$ cat src/logic/mipsPkg.sv
package mipsPkg;

    localparam int DataWidth    = 32;
    localparam int RegAddrWidth = 5;
    localparam logic [DataWidth-1:0] ResetPc = 32'hBFC00000;  // boot vector

    typedef enum logic [5:0] {
        OpSpecial = 6'h00,
        OpJ       = 6'h02,
        OpJal     = 6'h03,
        OpBeq     = 6'h04,
        OpBne     = 6'h05,
        OpAddiu   = 6'h09,
        OpAndi    = 6'h0C,
        OpOri     = 6'h0D,
        OpLui     = 6'h0F,
        OpLb      = 6'h20,
        OpLw      = 6'h23,
        OpSb      = 6'h28,
        OpSw      = 6'h2B
    } opcodeT;

    // funct field of SPECIAL
    typedef enum logic [5:0] {
        FnSll  = 6'h00,
        FnSrl  = 6'h02,
        FnJr   = 6'h08,
        FnAddu = 6'h21,
        FnSubu = 6'h23,
        FnAnd  = 6'h24,
        FnOr   = 6'h25,
        FnXor  = 6'h26,
        FnSlt  = 6'h2A
    } functT;

    typedef enum logic [3:0] {
        AluAdd, AluSub, AluAnd, AluOr, AluXor, AluSlt, AluSll, AluSrl, AluLui
    } aluOpT;

    typedef enum logic {MemByte, MemWord} memSizeT;

    typedef enum logic [2:0] {BrNone, BrBeq, BrBne, BrJ, BrJal, BrJr} brKindT;

    // all-zero value is a bubble
    typedef struct packed {
        aluOpT                   aluOp;
        logic                    immSel;
        logic                    signExt;
        logic                    regWrite;
        logic                    memRead;
        logic                    memWrite;
        memSizeT                 memSize;
        logic                    loadSigned;
        brKindT                  brKind;
        logic                    link;      // jal writes pc+8
        logic [RegAddrWidth-1:0] rd;
    } ctrlT;

    typedef struct packed {
        logic [DataWidth-1:0] pc;
        logic [DataWidth-1:0] instr;
    } ifIdT;

    typedef struct packed {
        logic [DataWidth-1:0]    pc;
        ctrlT                    ctrl;
        logic [RegAddrWidth-1:0] rs;
        logic [RegAddrWidth-1:0] rt;
        logic [DataWidth-1:0]    rsVal;
        logic [DataWidth-1:0]    rtVal;
        logic [DataWidth-1:0]    imm;
        logic [4:0]              shamt;
        logic [DataWidth-1:0]    jumpTarget;
    } idExT;

    typedef struct packed {
        logic [DataWidth-1:0] pc;
        ctrlT                 ctrl;
        logic [DataWidth-1:0] aluResult;
        logic [DataWidth-1:0] storeData;
    } exMemT;

    typedef struct packed {
        logic [DataWidth-1:0]    pc;
        logic                    regWrite;
        logic [RegAddrWidth-1:0] rd;
        logic [DataWidth-1:0]    result;
    } memWbT;

endpackage
$ cat src/logic/mipsCore.sv
`timescale 1ns/10ps

module mipsCore (
    input  logic        clk,
    input  logic        reset_i,
    output logic [31:0] instAddr_o,
    output logic        instEn_o,
    input  logic [31:0] instr_i,
    input  logic        iStall_i,
    output logic        memEn_o,
    output logic [31:0] memAddr_o,
    output logic [3:0]  memWen_o,
    output logic [31:0] memWdata_o,
    input  logic [31:0] memRdata_i,
    input  logic        dStall_i,
    output logic [31:0] debugPc_o,
    output logic        debugWen_o,
    output logic [4:0]  debugWnum_o,
    output logic [31:0] debugWdata_o
);

    datapath datapath_inst (.*);  // ports match one to one

endmodule

$ cat src/logic/datapath.sv
`timescale 1ns/10ps

module datapath (
    input  logic        clk,
    input  logic        reset_i,
    output logic [31:0] instAddr_o,
    output logic        instEn_o,
    input  logic [31:0] instr_i,
    input  logic        iStall_i,
    output logic        memEn_o,
    output logic [31:0] memAddr_o,
    output logic [3:0]  memWen_o,
    output logic [31:0] memWdata_o,
    input  logic [31:0] memRdata_i,
    input  logic        dStall_i,
    output logic [31:0] debugPc_o,
    output logic        debugWen_o,
    output logic [4:0]  debugWnum_o,
    output logic [31:0] debugWdata_o
);

    mipsPkg::ifIdT  ifId;
    mipsPkg::idExT  idEx;
    mipsPkg::exMemT exMem;
    mipsPkg::memWbT memWb;
    mipsPkg::ctrlT  ctrlD;

    logic [31:0] pcF, pcNext, pcPlus4D, immD;
    logic        fetchOn;  // low for one cycle after reset
    logic [31:0] rd1D, rd2D;
    logic        freeze, stallFD, flushE, flushD;
    logic [1:0]  forwardA, forwardB;
    logic [31:0] srcA, rtFwd, srcB, aluOutE, branchTarget, redirectTarget;
    logic        redirectE;
    logic [31:0] loadDataM, resultM;

    function automatic logic [31:0] pickOperand(input logic [1:0] sel, input logic [31:0] regVal);
        case (sel)
            2'b01:   return exMem.aluResult;
            2'b10:   return memWb.result;
            default: return regVal;
        endcase
    endfunction

    hazardUnit hazardUnit_inst (
        .rsD_i(ifId.instr[25:21]), .rtD_i(ifId.instr[20:16]),
        .rsE_i(idEx.rs), .rtE_i(idEx.rt),
        .loadE_i(idEx.ctrl.memRead), .rdE_i(idEx.ctrl.rd),
        .regWriteM_i(exMem.ctrl.regWrite), .rdM_i(exMem.ctrl.rd),
        .regWriteW_i(memWb.regWrite), .rdW_i(memWb.rd),
        .redirectE_i(redirectE), .iStall_i(iStall_i), .dStall_i(dStall_i),
        .freeze_o(freeze), .stallFD_o(stallFD), .flushE_o(flushE), .flushD_o(flushD),
        .forwardA_o(forwardA), .forwardB_o(forwardB)
    );

    assign instAddr_o = pcF;
    assign instEn_o   = fetchOn;
    assign pcNext     = redirectE ? redirectTarget : pcF + 32'd4;

    always_ff @(posedge clk) begin
        if (reset_i) begin
            pcF     <= mipsPkg::ResetPc;
            fetchOn <= 1'b0;
        end else begin
            fetchOn <= 1'b1;
            if (!freeze && fetchOn && !stallFD)
                pcF <= pcNext;
        end
    end

    always_ff @(posedge clk) begin
        if (reset_i) begin
            ifId.instr <= '0;
        end else if (!freeze) begin
            if (flushD)
                ifId.instr <= '0;  // wrong-path slot becomes a nop
            else if (!stallFD)
                ifId <= '{pc: pcF, instr: fetchOn ? instr_i : '0};
        end
    end

    mainDecoder mainDecoder_inst (.instr_i(ifId.instr), .ctrl_o(ctrlD));

    regFile regFile_inst (
        .clk(clk), .we_i(memWb.regWrite & ~freeze),
        .ra1_i(ifId.instr[25:21]), .ra2_i(ifId.instr[20:16]),
        .wa_i(memWb.rd), .wd_i(memWb.result),
        .rd1_o(rd1D), .rd2_o(rd2D)
    );

    assign pcPlus4D = ifId.pc + 32'd4;
    assign immD = ctrlD.signExt ? {{16{ifId.instr[15]}}, ifId.instr[15:0]}
                                : {16'h0000, ifId.instr[15:0]};

    always_ff @(posedge clk) begin
        if (reset_i) begin
            idEx.ctrl <= '0;
        end else if (!freeze) begin
            if (flushE)
                idEx.ctrl <= '0;
            else
                idEx <= '{pc: ifId.pc, ctrl: ctrlD,
                          rs: ifId.instr[25:21], rt: ifId.instr[20:16],
                          rsVal: rd1D, rtVal: rd2D, imm: immD, shamt: ifId.instr[10:6],
                          jumpTarget: {pcPlus4D[31:28], ifId.instr[25:0], 2'b00}};
        end
    end

    always_comb begin
        srcA  = pickOperand(forwardA, idEx.rsVal);
        rtFwd = pickOperand(forwardB, idEx.rtVal);
    end

    assign srcB  = idEx.ctrl.immSel ? idEx.imm : rtFwd;

    alu alu_inst (.op_i(idEx.ctrl.aluOp), .a_i(srcA), .b_i(srcB), .shamt_i(idEx.shamt),
                  .result_o(aluOutE));

    assign branchTarget = idEx.pc + 32'd4 + {idEx.imm[29:0], 2'b00};

    // resolved in E while the delay slot in D keeps going
    always_comb begin
        redirectE      = 1'b1;
        redirectTarget = branchTarget;
        case (idEx.ctrl.brKind)
            mipsPkg::BrBeq:              redirectE = (srcA == rtFwd);
            mipsPkg::BrBne:              redirectE = (srcA != rtFwd);
            mipsPkg::BrJ, mipsPkg::BrJal: redirectTarget = idEx.jumpTarget;
            mipsPkg::BrJr:               redirectTarget = srcA;
            default:                     redirectE = 1'b0;
        endcase
    end

    always_ff @(posedge clk) begin
        if (reset_i)
            exMem.ctrl <= '0;
        else if (!freeze)
            exMem <= '{pc: idEx.pc, ctrl: idEx.ctrl,
                       aluResult: idEx.ctrl.link ? idEx.pc + 32'd8 : aluOutE,
                       storeData: rtFwd};
    end

    memCtrl memCtrl_inst (
        .size_i(exMem.ctrl.memSize), .loadSigned_i(exMem.ctrl.loadSigned),
        .write_i(exMem.ctrl.memWrite), .addr_i(exMem.aluResult),
        .wdata_i(exMem.storeData), .rdata_i(memRdata_i),
        .wen_o(memWen_o), .wdataLane_o(memWdata_o), .rdataExt_o(loadDataM)
    );

    assign memEn_o   = exMem.ctrl.memRead | exMem.ctrl.memWrite;
    assign memAddr_o = exMem.aluResult;
    assign resultM   = exMem.ctrl.memRead ? loadDataM : exMem.aluResult;

    always_ff @(posedge clk) begin
        if (reset_i)
            memWb.regWrite <= 1'b0;
        else if (!freeze)
            memWb <= '{pc: exMem.pc, regWrite: exMem.ctrl.regWrite, rd: exMem.ctrl.rd,
                       result: resultM};
    end

    // one trace entry per retired write and none while frozen
    assign debugPc_o    = memWb.pc;
    assign debugWen_o   = memWb.regWrite && (memWb.rd != '0) && !freeze;
    assign debugWnum_o  = memWb.rd;
    assign debugWdata_o = memWb.result;

endmodule

$ cat src/logic/mainDecoder.sv
`timescale 1ns/10ps

module mainDecoder (
    input  logic [mipsPkg::DataWidth-1:0] instr_i,
    output mipsPkg::ctrlT                 ctrl_o
);

    logic [mipsPkg::RegAddrWidth-1:0] rt;
    logic [mipsPkg::RegAddrWidth-1:0] rd;

    assign rt = instr_i[20:16];
    assign rd = instr_i[15:11];

    always_comb begin
        ctrl_o = '0;
        case (mipsPkg::opcodeT'(instr_i[31:26]))
            mipsPkg::OpSpecial: begin
                ctrl_o.regWrite = 1'b1;
                ctrl_o.rd       = rd;
                case (mipsPkg::functT'(instr_i[5:0]))
                    mipsPkg::FnAddu: ctrl_o.aluOp = mipsPkg::AluAdd;
                    mipsPkg::FnSubu: ctrl_o.aluOp = mipsPkg::AluSub;
                    mipsPkg::FnAnd:  ctrl_o.aluOp = mipsPkg::AluAnd;
                    mipsPkg::FnOr:   ctrl_o.aluOp = mipsPkg::AluOr;
                    mipsPkg::FnXor:  ctrl_o.aluOp = mipsPkg::AluXor;
                    mipsPkg::FnSlt:  ctrl_o.aluOp = mipsPkg::AluSlt;
                    mipsPkg::FnSll:  ctrl_o.aluOp = mipsPkg::AluSll;
                    mipsPkg::FnSrl:  ctrl_o.aluOp = mipsPkg::AluSrl;
                    mipsPkg::FnJr: begin
                        ctrl_o.regWrite = 1'b0;
                        ctrl_o.rd       = '0;
                        ctrl_o.brKind   = mipsPkg::BrJr;
                    end
                    default: ctrl_o = '0;  // unknown funct acts as nop
                endcase
            end
            mipsPkg::OpAddiu, mipsPkg::OpAndi, mipsPkg::OpOri, mipsPkg::OpLui: begin
                ctrl_o.immSel   = 1'b1;
                ctrl_o.regWrite = 1'b1;
                ctrl_o.rd       = rt;
                ctrl_o.signExt  = (instr_i[31:26] == mipsPkg::OpAddiu);  // andi/ori zero-extend
                case (mipsPkg::opcodeT'(instr_i[31:26]))
                    mipsPkg::OpAndi: ctrl_o.aluOp = mipsPkg::AluAnd;
                    mipsPkg::OpOri:  ctrl_o.aluOp = mipsPkg::AluOr;
                    mipsPkg::OpLui:  ctrl_o.aluOp = mipsPkg::AluLui;
                    default:         ctrl_o.aluOp = mipsPkg::AluAdd;
                endcase
            end
            mipsPkg::OpLw, mipsPkg::OpLb, mipsPkg::OpSw, mipsPkg::OpSb: begin
                ctrl_o.immSel     = 1'b1;
                ctrl_o.signExt    = 1'b1;
                ctrl_o.aluOp      = mipsPkg::AluAdd;  // base + offset
                ctrl_o.memRead    = !instr_i[29];
                ctrl_o.memWrite   = instr_i[29];
                ctrl_o.regWrite   = !instr_i[29];
                ctrl_o.rd         = instr_i[29] ? '0 : rt;
                ctrl_o.memSize    = instr_i[27] ? mipsPkg::MemWord : mipsPkg::MemByte;
                ctrl_o.loadSigned = !instr_i[27];
            end
            mipsPkg::OpBeq, mipsPkg::OpBne: begin
                ctrl_o.signExt = 1'b1;
                ctrl_o.brKind  = instr_i[26] ? mipsPkg::BrBne : mipsPkg::BrBeq;
            end
            mipsPkg::OpJ: ctrl_o.brKind = mipsPkg::BrJ;
            mipsPkg::OpJal: begin
                ctrl_o.brKind   = mipsPkg::BrJal;
                ctrl_o.link     = 1'b1;
                ctrl_o.regWrite = 1'b1;
                ctrl_o.rd       = 5'd31;  // ra
            end
            default: ctrl_o = '0;
        endcase
    end

endmodule

$ cat src/logic/hazardUnit.sv
`timescale 1ns/10ps

module hazardUnit (
    input  logic [mipsPkg::RegAddrWidth-1:0] rsD_i,
    input  logic [mipsPkg::RegAddrWidth-1:0] rtD_i,
    input  logic [mipsPkg::RegAddrWidth-1:0] rsE_i,
    input  logic [mipsPkg::RegAddrWidth-1:0] rtE_i,
    input  logic                             loadE_i,
    input  logic [mipsPkg::RegAddrWidth-1:0] rdE_i,
    input  logic                             regWriteM_i,
    input  logic [mipsPkg::RegAddrWidth-1:0] rdM_i,
    input  logic                             regWriteW_i,
    input  logic [mipsPkg::RegAddrWidth-1:0] rdW_i,
    input  logic                             redirectE_i,
    input  logic                             iStall_i,
    input  logic                             dStall_i,
    output logic                             freeze_o,
    output logic                             stallFD_o,
    output logic                             flushE_o,
    output logic                             flushD_o,
    output logic [1:0]                       forwardA_o,
    output logic [1:0]                       forwardB_o
);

    logic loadUse;

    // 01 from M, 10 from W, 00 from the register file
    function automatic logic [1:0] fwdSel(input logic [mipsPkg::RegAddrWidth-1:0] src);
        if (src == '0)
            return 2'b00;
        else if (regWriteM_i && rdM_i == src)
            return 2'b01;  // youngest producer wins
        else if (regWriteW_i && rdW_i == src)
            return 2'b10;
        else
            return 2'b00;
    endfunction

    assign loadUse = loadE_i && (rdE_i != '0) && (rdE_i == rsD_i || rdE_i == rtD_i);

    assign freeze_o   = iStall_i | dStall_i;
    assign stallFD_o  = loadUse;
    assign flushE_o   = loadUse;      // bubble behind the load
    assign flushD_o   = redirectE_i;  // drop the wrong-path fetch

    always_comb begin
        forwardA_o = fwdSel(rsE_i);
        forwardB_o = fwdSel(rtE_i);
    end

endmodule

$ cat src/logic/regFile.sv
`timescale 1ns/10ps

module regFile (
    input  logic                             clk,
    input  logic                             we_i,
    input  logic [mipsPkg::RegAddrWidth-1:0] ra1_i,
    input  logic [mipsPkg::RegAddrWidth-1:0] ra2_i,
    input  logic [mipsPkg::RegAddrWidth-1:0] wa_i,
    input  logic [mipsPkg::DataWidth-1:0]    wd_i,
    output logic [mipsPkg::DataWidth-1:0]    rd1_o,
    output logic [mipsPkg::DataWidth-1:0]    rd2_o
);

    logic [mipsPkg::DataWidth-1:0] regs [2**mipsPkg::RegAddrWidth];

    // write-first read with r0 tied low
    function automatic logic [mipsPkg::DataWidth-1:0] readPort(
        input logic [mipsPkg::RegAddrWidth-1:0] addr
    );
        if (addr == '0)
            return '0;
        else if (we_i && wa_i == addr)
            return wd_i;  // bypass the W-stage write
        else
            return regs[addr];
    endfunction

    always_ff @(posedge clk) begin
        if (we_i)
            regs[wa_i] <= wd_i;
    end

    always_comb begin
        rd1_o = readPort(ra1_i);
        rd2_o = readPort(ra2_i);
    end

endmodule

$ cat src/logic/memCtrl.sv
`timescale 1ns/10ps

module memCtrl (
    input  mipsPkg::memSizeT              size_i,
    input  logic                          loadSigned_i,
    input  logic                          write_i,
    input  logic [mipsPkg::DataWidth-1:0] addr_i,
    input  logic [mipsPkg::DataWidth-1:0] wdata_i,
    input  logic [mipsPkg::DataWidth-1:0] rdata_i,
    output logic [3:0]                    wen_o,
    output logic [mipsPkg::DataWidth-1:0] wdataLane_o,
    output logic [mipsPkg::DataWidth-1:0] rdataExt_o
);

    logic       isWord;
    logic [7:0] loadByte;

    assign isWord   = (size_i == mipsPkg::MemWord);
    assign loadByte = rdata_i[{addr_i[1:0], 3'b000} +: 8];  // little-endian lane

    always_comb begin
        if (!write_i)
            wen_o = 4'b0000;
        else if (isWord)
            wen_o = 4'b1111;
        else
            wen_o = 4'b0001 << addr_i[1:0];
    end

    // sb byte copied to every lane, wen picks one
    assign wdataLane_o = isWord ? wdata_i : {4{wdata_i[7:0]}};

    assign rdataExt_o = isWord ? rdata_i : {{24{loadSigned_i & loadByte[7]}}, loadByte};

endmodule

$ cat src/logic/alu.sv
`timescale 1ns/10ps

module alu (
    input  mipsPkg::aluOpT                op_i,
    input  logic [mipsPkg::DataWidth-1:0] a_i,
    input  logic [mipsPkg::DataWidth-1:0] b_i,
    input  logic [4:0]                    shamt_i,
    output logic [mipsPkg::DataWidth-1:0] result_o
);

    always_comb begin
        case (op_i)
            mipsPkg::AluAdd: result_o = a_i + b_i;  // no overflow trap
            mipsPkg::AluSub: result_o = a_i - b_i;
            mipsPkg::AluAnd: result_o = a_i & b_i;
            mipsPkg::AluOr:  result_o = a_i | b_i;
            mipsPkg::AluXor: result_o = a_i ^ b_i;
            mipsPkg::AluSlt: begin
                result_o = {31'b0, $signed(a_i) < $signed(b_i)};
            end
            // shifts take rt through b
            mipsPkg::AluSll: result_o = b_i << shamt_i;
            mipsPkg::AluSrl: result_o = b_i >> shamt_i;
            mipsPkg::AluLui: result_o = {b_i[15:0], 16'h0000};
            default:         result_o = '0;
        endcase
    end

endmodule

$ cat config.mk
export PLATFORM = sky130hd
export DESIGN_NAME = mipsCore
export DESIGN_NICKNAME = d
export VERILOG_FILES = /design/src/logic/mipsPkg.sv /design/src/logic/mipsCore.sv /design/src/logic/datapath.sv /design/src/logic/mainDecoder.sv /design/src/logic/hazardUnit.sv /design/src/logic/regFile.sv /design/src/logic/memCtrl.sv /design/src/logic/alu.sv
export SDC_FILE = /design/constraint.sdc
export NUM_CORES = 2
export LEC_CHECK = 0
export ABC_CLOCK_PERIOD_IN_PS = 18400
export BUFFER_PORTS_ARGS = -buffer_cell sky130_fd_sc_hd__buf_2
export CAP_MARGIN = 20
export CORE_AREA = 2 2 372 374
export DETAILED_ROUTE_END_ITERATION = 6
export DIE_AREA = 0 0 374 376
export PLACE_DENSITY = 0.8
export SLEW_MARGIN = 25
export SYNTH_ARGS = -nofsm -noshare
export SYNTH_HDL_FRONTEND = slang
export SYNTH_SLANG_ARGS = --single-unit
$ cat constraint.sdc
create_clock -name clk -period 18.4 [get_ports clk]
set_input_delay 3.68 -clock clk [delete_from_list [all_inputs] [get_ports clk]]
set_output_delay 3.68 -clock clk [all_outputs]
set_load 0.02 [all_outputs]
======== Word level (Yosys, flattened, before mapping) ========
Memories as Yosys holds them, arrays and structs flattened. A register that Yosys moved wholly into a read port is not among the register bits.
Index checks and enable logic that the tools add are counted.
Widths: inputs -> output; s select.
word-level totals
  bits in registers ....................... 386
  memory bits (writable) .................. 1024
  bits of input ports ..................... 68
  output and inout port bits .............. 172
  word-level logic and storage cells ...... 181
  memories kept ........................... 1
memory list
  name                             depth  bits a word  read ports  clocked after Yosys merged registers in  write ports  RTL line       RTL
  datapath_inst.regFile_inst.regs  32     32           2           2                                        1            regFile.sv:14  logic [mipsPkg::DataWidth-1:0] regs [2**mipsPkg::RegAddrWidth];
cells by class
  add/sub/neg operators ................... 7
  order comparisons ....................... 1
  eq/ne operators ......................... 46
  shifts and indexed selects .............. 4
  multiplexer cells ....................... 41
  bitwise operators ....................... 11
  reductions and logical operators ........ 36
operator list
  kind                   number
  $mux 32                9
  $pmux 32 s9            1
  $pmux 32 s2            3
  $add 32x3->32 const B  3
  $add 32x32->32         2
  $eq 6x6->1 const B     10
  $add 32x4->32 const B  1
  $and 32x32->32         1
  $eq 32x32->1           1
  $lt 32x32->1           1
  $ne 32x32->1           1
  $or 32x32->32          1
  $shiftx 32x6->8        1
  $shl 32x5->32          1
  $shr 32x5->32          1
  $sub 32x32->32         1
  $xor 32x32->32         1
  $eq 5x5->1             6
  $eq 6x4->1 const B     5
  $pmux 3 s7             1
  $logic_not 5->1        4
  $mux 20                1
  $pmux 5 s4             1
  $eq 6x2->1 const B     3
  40 further kinds       86

======== Logic depth before layout (Yosys ltp) ========
  depth after elaboration ................. 11
  depth in mapped cells ................... 24
  depth with buffers taken out ............ 22

======== Cells and area by module ========
A second synthesis with hierarchy kept.
second synthesis, totals
  cells, all modules ...................... 5932
  area total of the unflattened synthesis .. 79123.4 sq um
by module, submodules not included
  module       times used  cells each  area an instance (sq um)  seq. area each (sq um)
  regFile      1           2514        47515.6                   30749.5
  datapath     1           1866        21386.8                   11631.2
  alu          1           1243        8389.3                    0.0
  memCtrl      1           173         912.1                     0.0
  mainDecoder  1           80          496.7                     0.0
  hazardUnit   1           56          422.9                     0.0

======== Worst setup path before layout ========
OpenSTA, ideal clock, no wires.
  path kind ............................... input to register
  start point ............................. input port reset_i
  end point ............................... register datapath_inst.memWb (netlist bit datapath_inst.debugPc_o[0]), enable pin
  setup time .............................. 0.693 ns
  arrival time ............................ 11.342 ns
  required time ........................... 17.707 ns
  setup slack ............................. 6.365 ns
  stages .................................. 5
  buffers on the path ..................... 4
  path through ............................ clkbuf_1 clkbuf_1 clkbuf_1 buf_1 nor2_1
between the ends
  cells in the longest elaborated chain, start to end .. 2
ends and longest elaborated chain
  element                            RTL line         RTL
  from (decl)                        mipsCore.sv:5    input logic reset_i,
  $not 1->1 (no source line)         -
  $reduce_and 2->1 (no source line)  -
  to (signal assigned)               datapath.sv:158  memWb <= '{pc: exMem.pc, regWrite: exMem.ctrl.regWrite, rd: exMem.ctrl.rd,
  to (decl)                          datapath.sv:25   mipsPkg::memWbT memWb;
Every way passes these cells.
A chain may end at the register's enable or synchronous reset.

======== Worst setup path after layout ========
  start point ............................. input port dStall_i
  end point ............................... output port debugWen_o
between the ends
  cells in the longest elaborated chain, start to end .. 3
ends and longest elaborated chain
  element            RTL line          RTL
  from (decl)        mipsCore.sv:15    input logic dStall_i,
  $or 1x1->1         hazardUnit.sv:41  assign freeze_o = iStall_i | dStall_i;
  $logic_not 1->1    datapath.sv:164   assign debugWen_o = memWb.regWrite && (memWb.rd != '0) && !freeze;
  $logic_and 1x1->1  datapath.sv:164
  to (decl)          mipsCore.sv:17    output logic debugWen_o,
Every way passes these cells.

==> impl_metrics.env <==
export IMPL_setup_viol=0
export IMPL_area_growth_synth_to_final_pct=10.70
export IMPL_cts_sinks=1443
export IMPL_finalCriticalPeriod_ps=9238
export IMPL_r2r_slack_ps=10690
export IMPL_drive_gt1_share_pct=22.09
export IMPL_leakage_nw=28.19
export IMPL_cts_setup_buffers=0
export IMPL_grt_use_total_pct=41.25
export IMPL_vdd_ir_drop_max_mv=0.1135
export IMPL_synth_area_top_cells="edfxtp_1, mux4_2, mux2i_1, ha_1, dfxtp_1"
export IMPL_die_w_microns=374
export IMPL_syn_instance_count=5807
export IMPL_cts_root_buffer="clkbuf_16"
export IMPL_core_area_sq_um=136600
export IMPL_final_util_pct=62.69
export IMPL_clk_pin_slew_ps=60
export IMPL_viasPerCell=7.354
export IMPL_synth_fp_nets=6037
export IMPL_post_place_ws_ps=8926
export IMPL_grt_pass1_wl_microns=411000
export IMPL_dp_cells=7557
export IMPL_ys_flop_type="edfxtp_1"
export IMPL_violations="design-rule violations"
export IMPL_pin_count=240
export IMPL_cts_path_max_buffers=3
export IMPL_ys_seq_area_share_pct=54.77
export IMPL_critPathLaunchType="primary input"
export IMPL_worst_pin_slew_ps=1168
export IMPL_setup_tns_final_ps=0
export IMPL_tritoncts="yes"
export IMPL_period_share_pct=50.20
export IMPL_avgRoutedWirePerCell_microns=37.21
export IMPL_ys_seq_elements=1443
export IMPL_power_total_mw=7.395
export IMPL_async_reset_ff_share_pct=0
export IMPL_core_rowCount=136
export IMPL_yosysWarnings=0
export IMPL_setup_ws_ps=9162
export IMPL_clock_latency_ps=820
export IMPL_drt_iter0_drc=9051
export IMPL_post_dp_hpwl_microns=192200
export IMPL_die_h_microns=376
export IMPL_synth_top_area_share_pct=52.31
export IMPL_place_congestion=1.060
export IMPL_htree_num_levels=4
export IMPL_cts_buffers_inserted=147
export IMPL_ys_types=85
export IMPL_path_class="in2out"
export IMPL_die_area_sq_um=140600
export IMPL_final_nets=6142
export IMPL_hold_buffers=0
export IMPL_min_path_type="reg2reg"
export IMPL_cp_max_fo=15
export IMPL_ant_nets=0
export IMPL_cts_resized=0
export IMPL_synth_area_per_cell_sq_um=13.32
export IMPL_antenna_found_initial=18
export IMPL_totalWireLength_microns=291700
export IMPL_yosysTopAreaCell="edfxtp_1"
export IMPL_rsz0062_at_grt="no"
export IMPL_relSlewSlack_pct=21.64
export IMPL_vias=57660
export IMPL_power_density_nw_per_um2=86.34
export IMPL_cp_arrival_ps=5560
export IMPL_synth_edf_count=1348
export IMPL_final_max_slew_violation_count=0
export IMPL_first_pass_iters=7
export IMPL_outcome="finished with violations"
export IMPL_overflow=0
export IMPL_max_freq_mhz=108.3
export IMPL_port_buffers=239
export IMPL_grt_max_degree=160
export IMPL_route_detailed_drc=1
export IMPL_endpoint_kind="primary output"
export IMPL_crit_required_ps=14720
export IMPL_initial_utilization_pct=56.63
export IMPL_grt_pass1_vias=56440
export IMPL_cap_violations=0
export IMPL_fin_cells=7840
export IMPL_finalHoldViolCount=0
export IMPL_fin_skew_ps=33.08
export IMPL_synthesis_area_sq_um=77380
[cells by family (layout without fill, tap and decap cells)]
logic type	count (synthesis)	count (layout)	synth area share, %
DFF	1443	1443	54.77
AOI/OAI and AO/OA	1367	1367	12.24
and+or+nand+nor	1230	1230	7.167
muxes	830	830	18.15
buffers and inverters	634	861	3.422
adders and majority gates	162	162	2.649
xor gates and xnor gates	141	141	1.596
other	0	12	0
[cells in the final DEF, fill, tap and decap left out, drive strengths merged, types with 17 or more instances in the layout]
cell type     n
xor2         53
a221o        45
a22o         39
ha          159
o21ai       197
clkinv       65
and2         22
nand4        39
o221ai       62
a21oi       317
nand2b       61
mux4        449
a211oi       93
mux2         97
nor2b        43
buf         435
mux2i       284
o211ai       53
and3         21
nand2       468
nor3         75
clkbuf      170
bufinv       17
a21o         40
inv         167
dfxtp        95
a22oi        75
a31oi        27
nor2        363
edfxtp     1348
a221oi       99
a222oi       20
o32ai        17
nand3        53
o22ai       121
xnor2        88
o31ai        37
[layout make-up]
cell class	instances	area, sq um
Fill cell	9836	50980
Sequential cell	1443	42420
Multi-Input combinational cell	3730	32720
Clock buffer	170	3839
Timing Repair Buffer	435	2709
Tap cell	1794	2245
Clock inverter	101	1114
Inverter	155	581.8
Antenna cell	12	30.03
[metal layers]
layer	vias to the layer above	wire (microns)	global-route usage (%)	part of all wire, %
li1	23320	-	-	-
met1	28400	94470	48.73	32
met2	4692	133300	63.66	46
met3	1230	37010	12.40	13
met4	16	26820	31.75	9.2
met5	-	106	0	0.036
[cell usage after synthesis, drive strengths merged, types with 99 or more instances]
| library cell | instances |
|---|---|
| edfxtp | 1348 |
| a221oi | 99 |
| o22ai | 121 |
| buf | 198 |
| a21oi | 317 |
| mux4 | 449 |
| ha | 159 |
| clkbuf | 281 |
| nand2 | 468 |
| nor2 | 363 |
| inv | 151 |
| o21ai | 197 |
| mux2i | 284 |
[critical path, stage by stage]
cell     delay, ps
buf_2          110
nor2_2         540
nand2_1        240
nor2_1         690
buf_2          300
[path summary, 6_finish.rpt]
kind                                               start                                    end  depth (start not counted)
setup reg to reg  datapath_inst.debugWnum_o[3]$_DFFE_PP_   datapath_inst.memAddr_o[0]$_DFFE_PP_                         21
hold / removal         datapath_inst.exMem[95]$_DFFE_PP_  datapath_inst.debugPc_o[11]$_DFFE_PP_                          0
setup / recovery                                dStall_i                             debugWen_o                          5
hold reg to reg        datapath_inst.exMem[95]$_DFFE_PP_  datapath_inst.debugPc_o[11]$_DFFE_PP_                          0
[metrics by stage]
step	hold slack (ps)	instance area, sq um
floorplan	400.3	77380
global placement	400.4	80640
detailed placement	404.5	80650
CTS	409.7	85600
global route	428.2	85630
finish	411.8	85660
[state kept, by name, summed over array words and instances (netlist names)]
| name | cells |
|---|---|
| datapath_inst.debugPc_o | 32 |
| datapath_inst.instAddr_o | 32 |
| datapath_inst.idEx | 146 |
| datapath_inst.memWb | 1 |
| datapath_inst.debugWnum_o | 5 |
| datapath_inst.debugWdata_o | 32 |
| datapath_inst.exMem | 74 |
| datapath_inst.instEn_o | 1 |
| datapath_inst.memAddr_o | 32 |
| datapath_inst.regFile_inst.regs | 1024 |
| datapath_inst.ifId | 64 |
[report_power, final]
part	total, mW	internal, mW	switching [mW]
logic	0.636	0.222	0.414
registers	3.64	3.59	0.0492
clock network	3.12	1.76	1.36
Note: power is estimated with default switching activity, not from simulation.
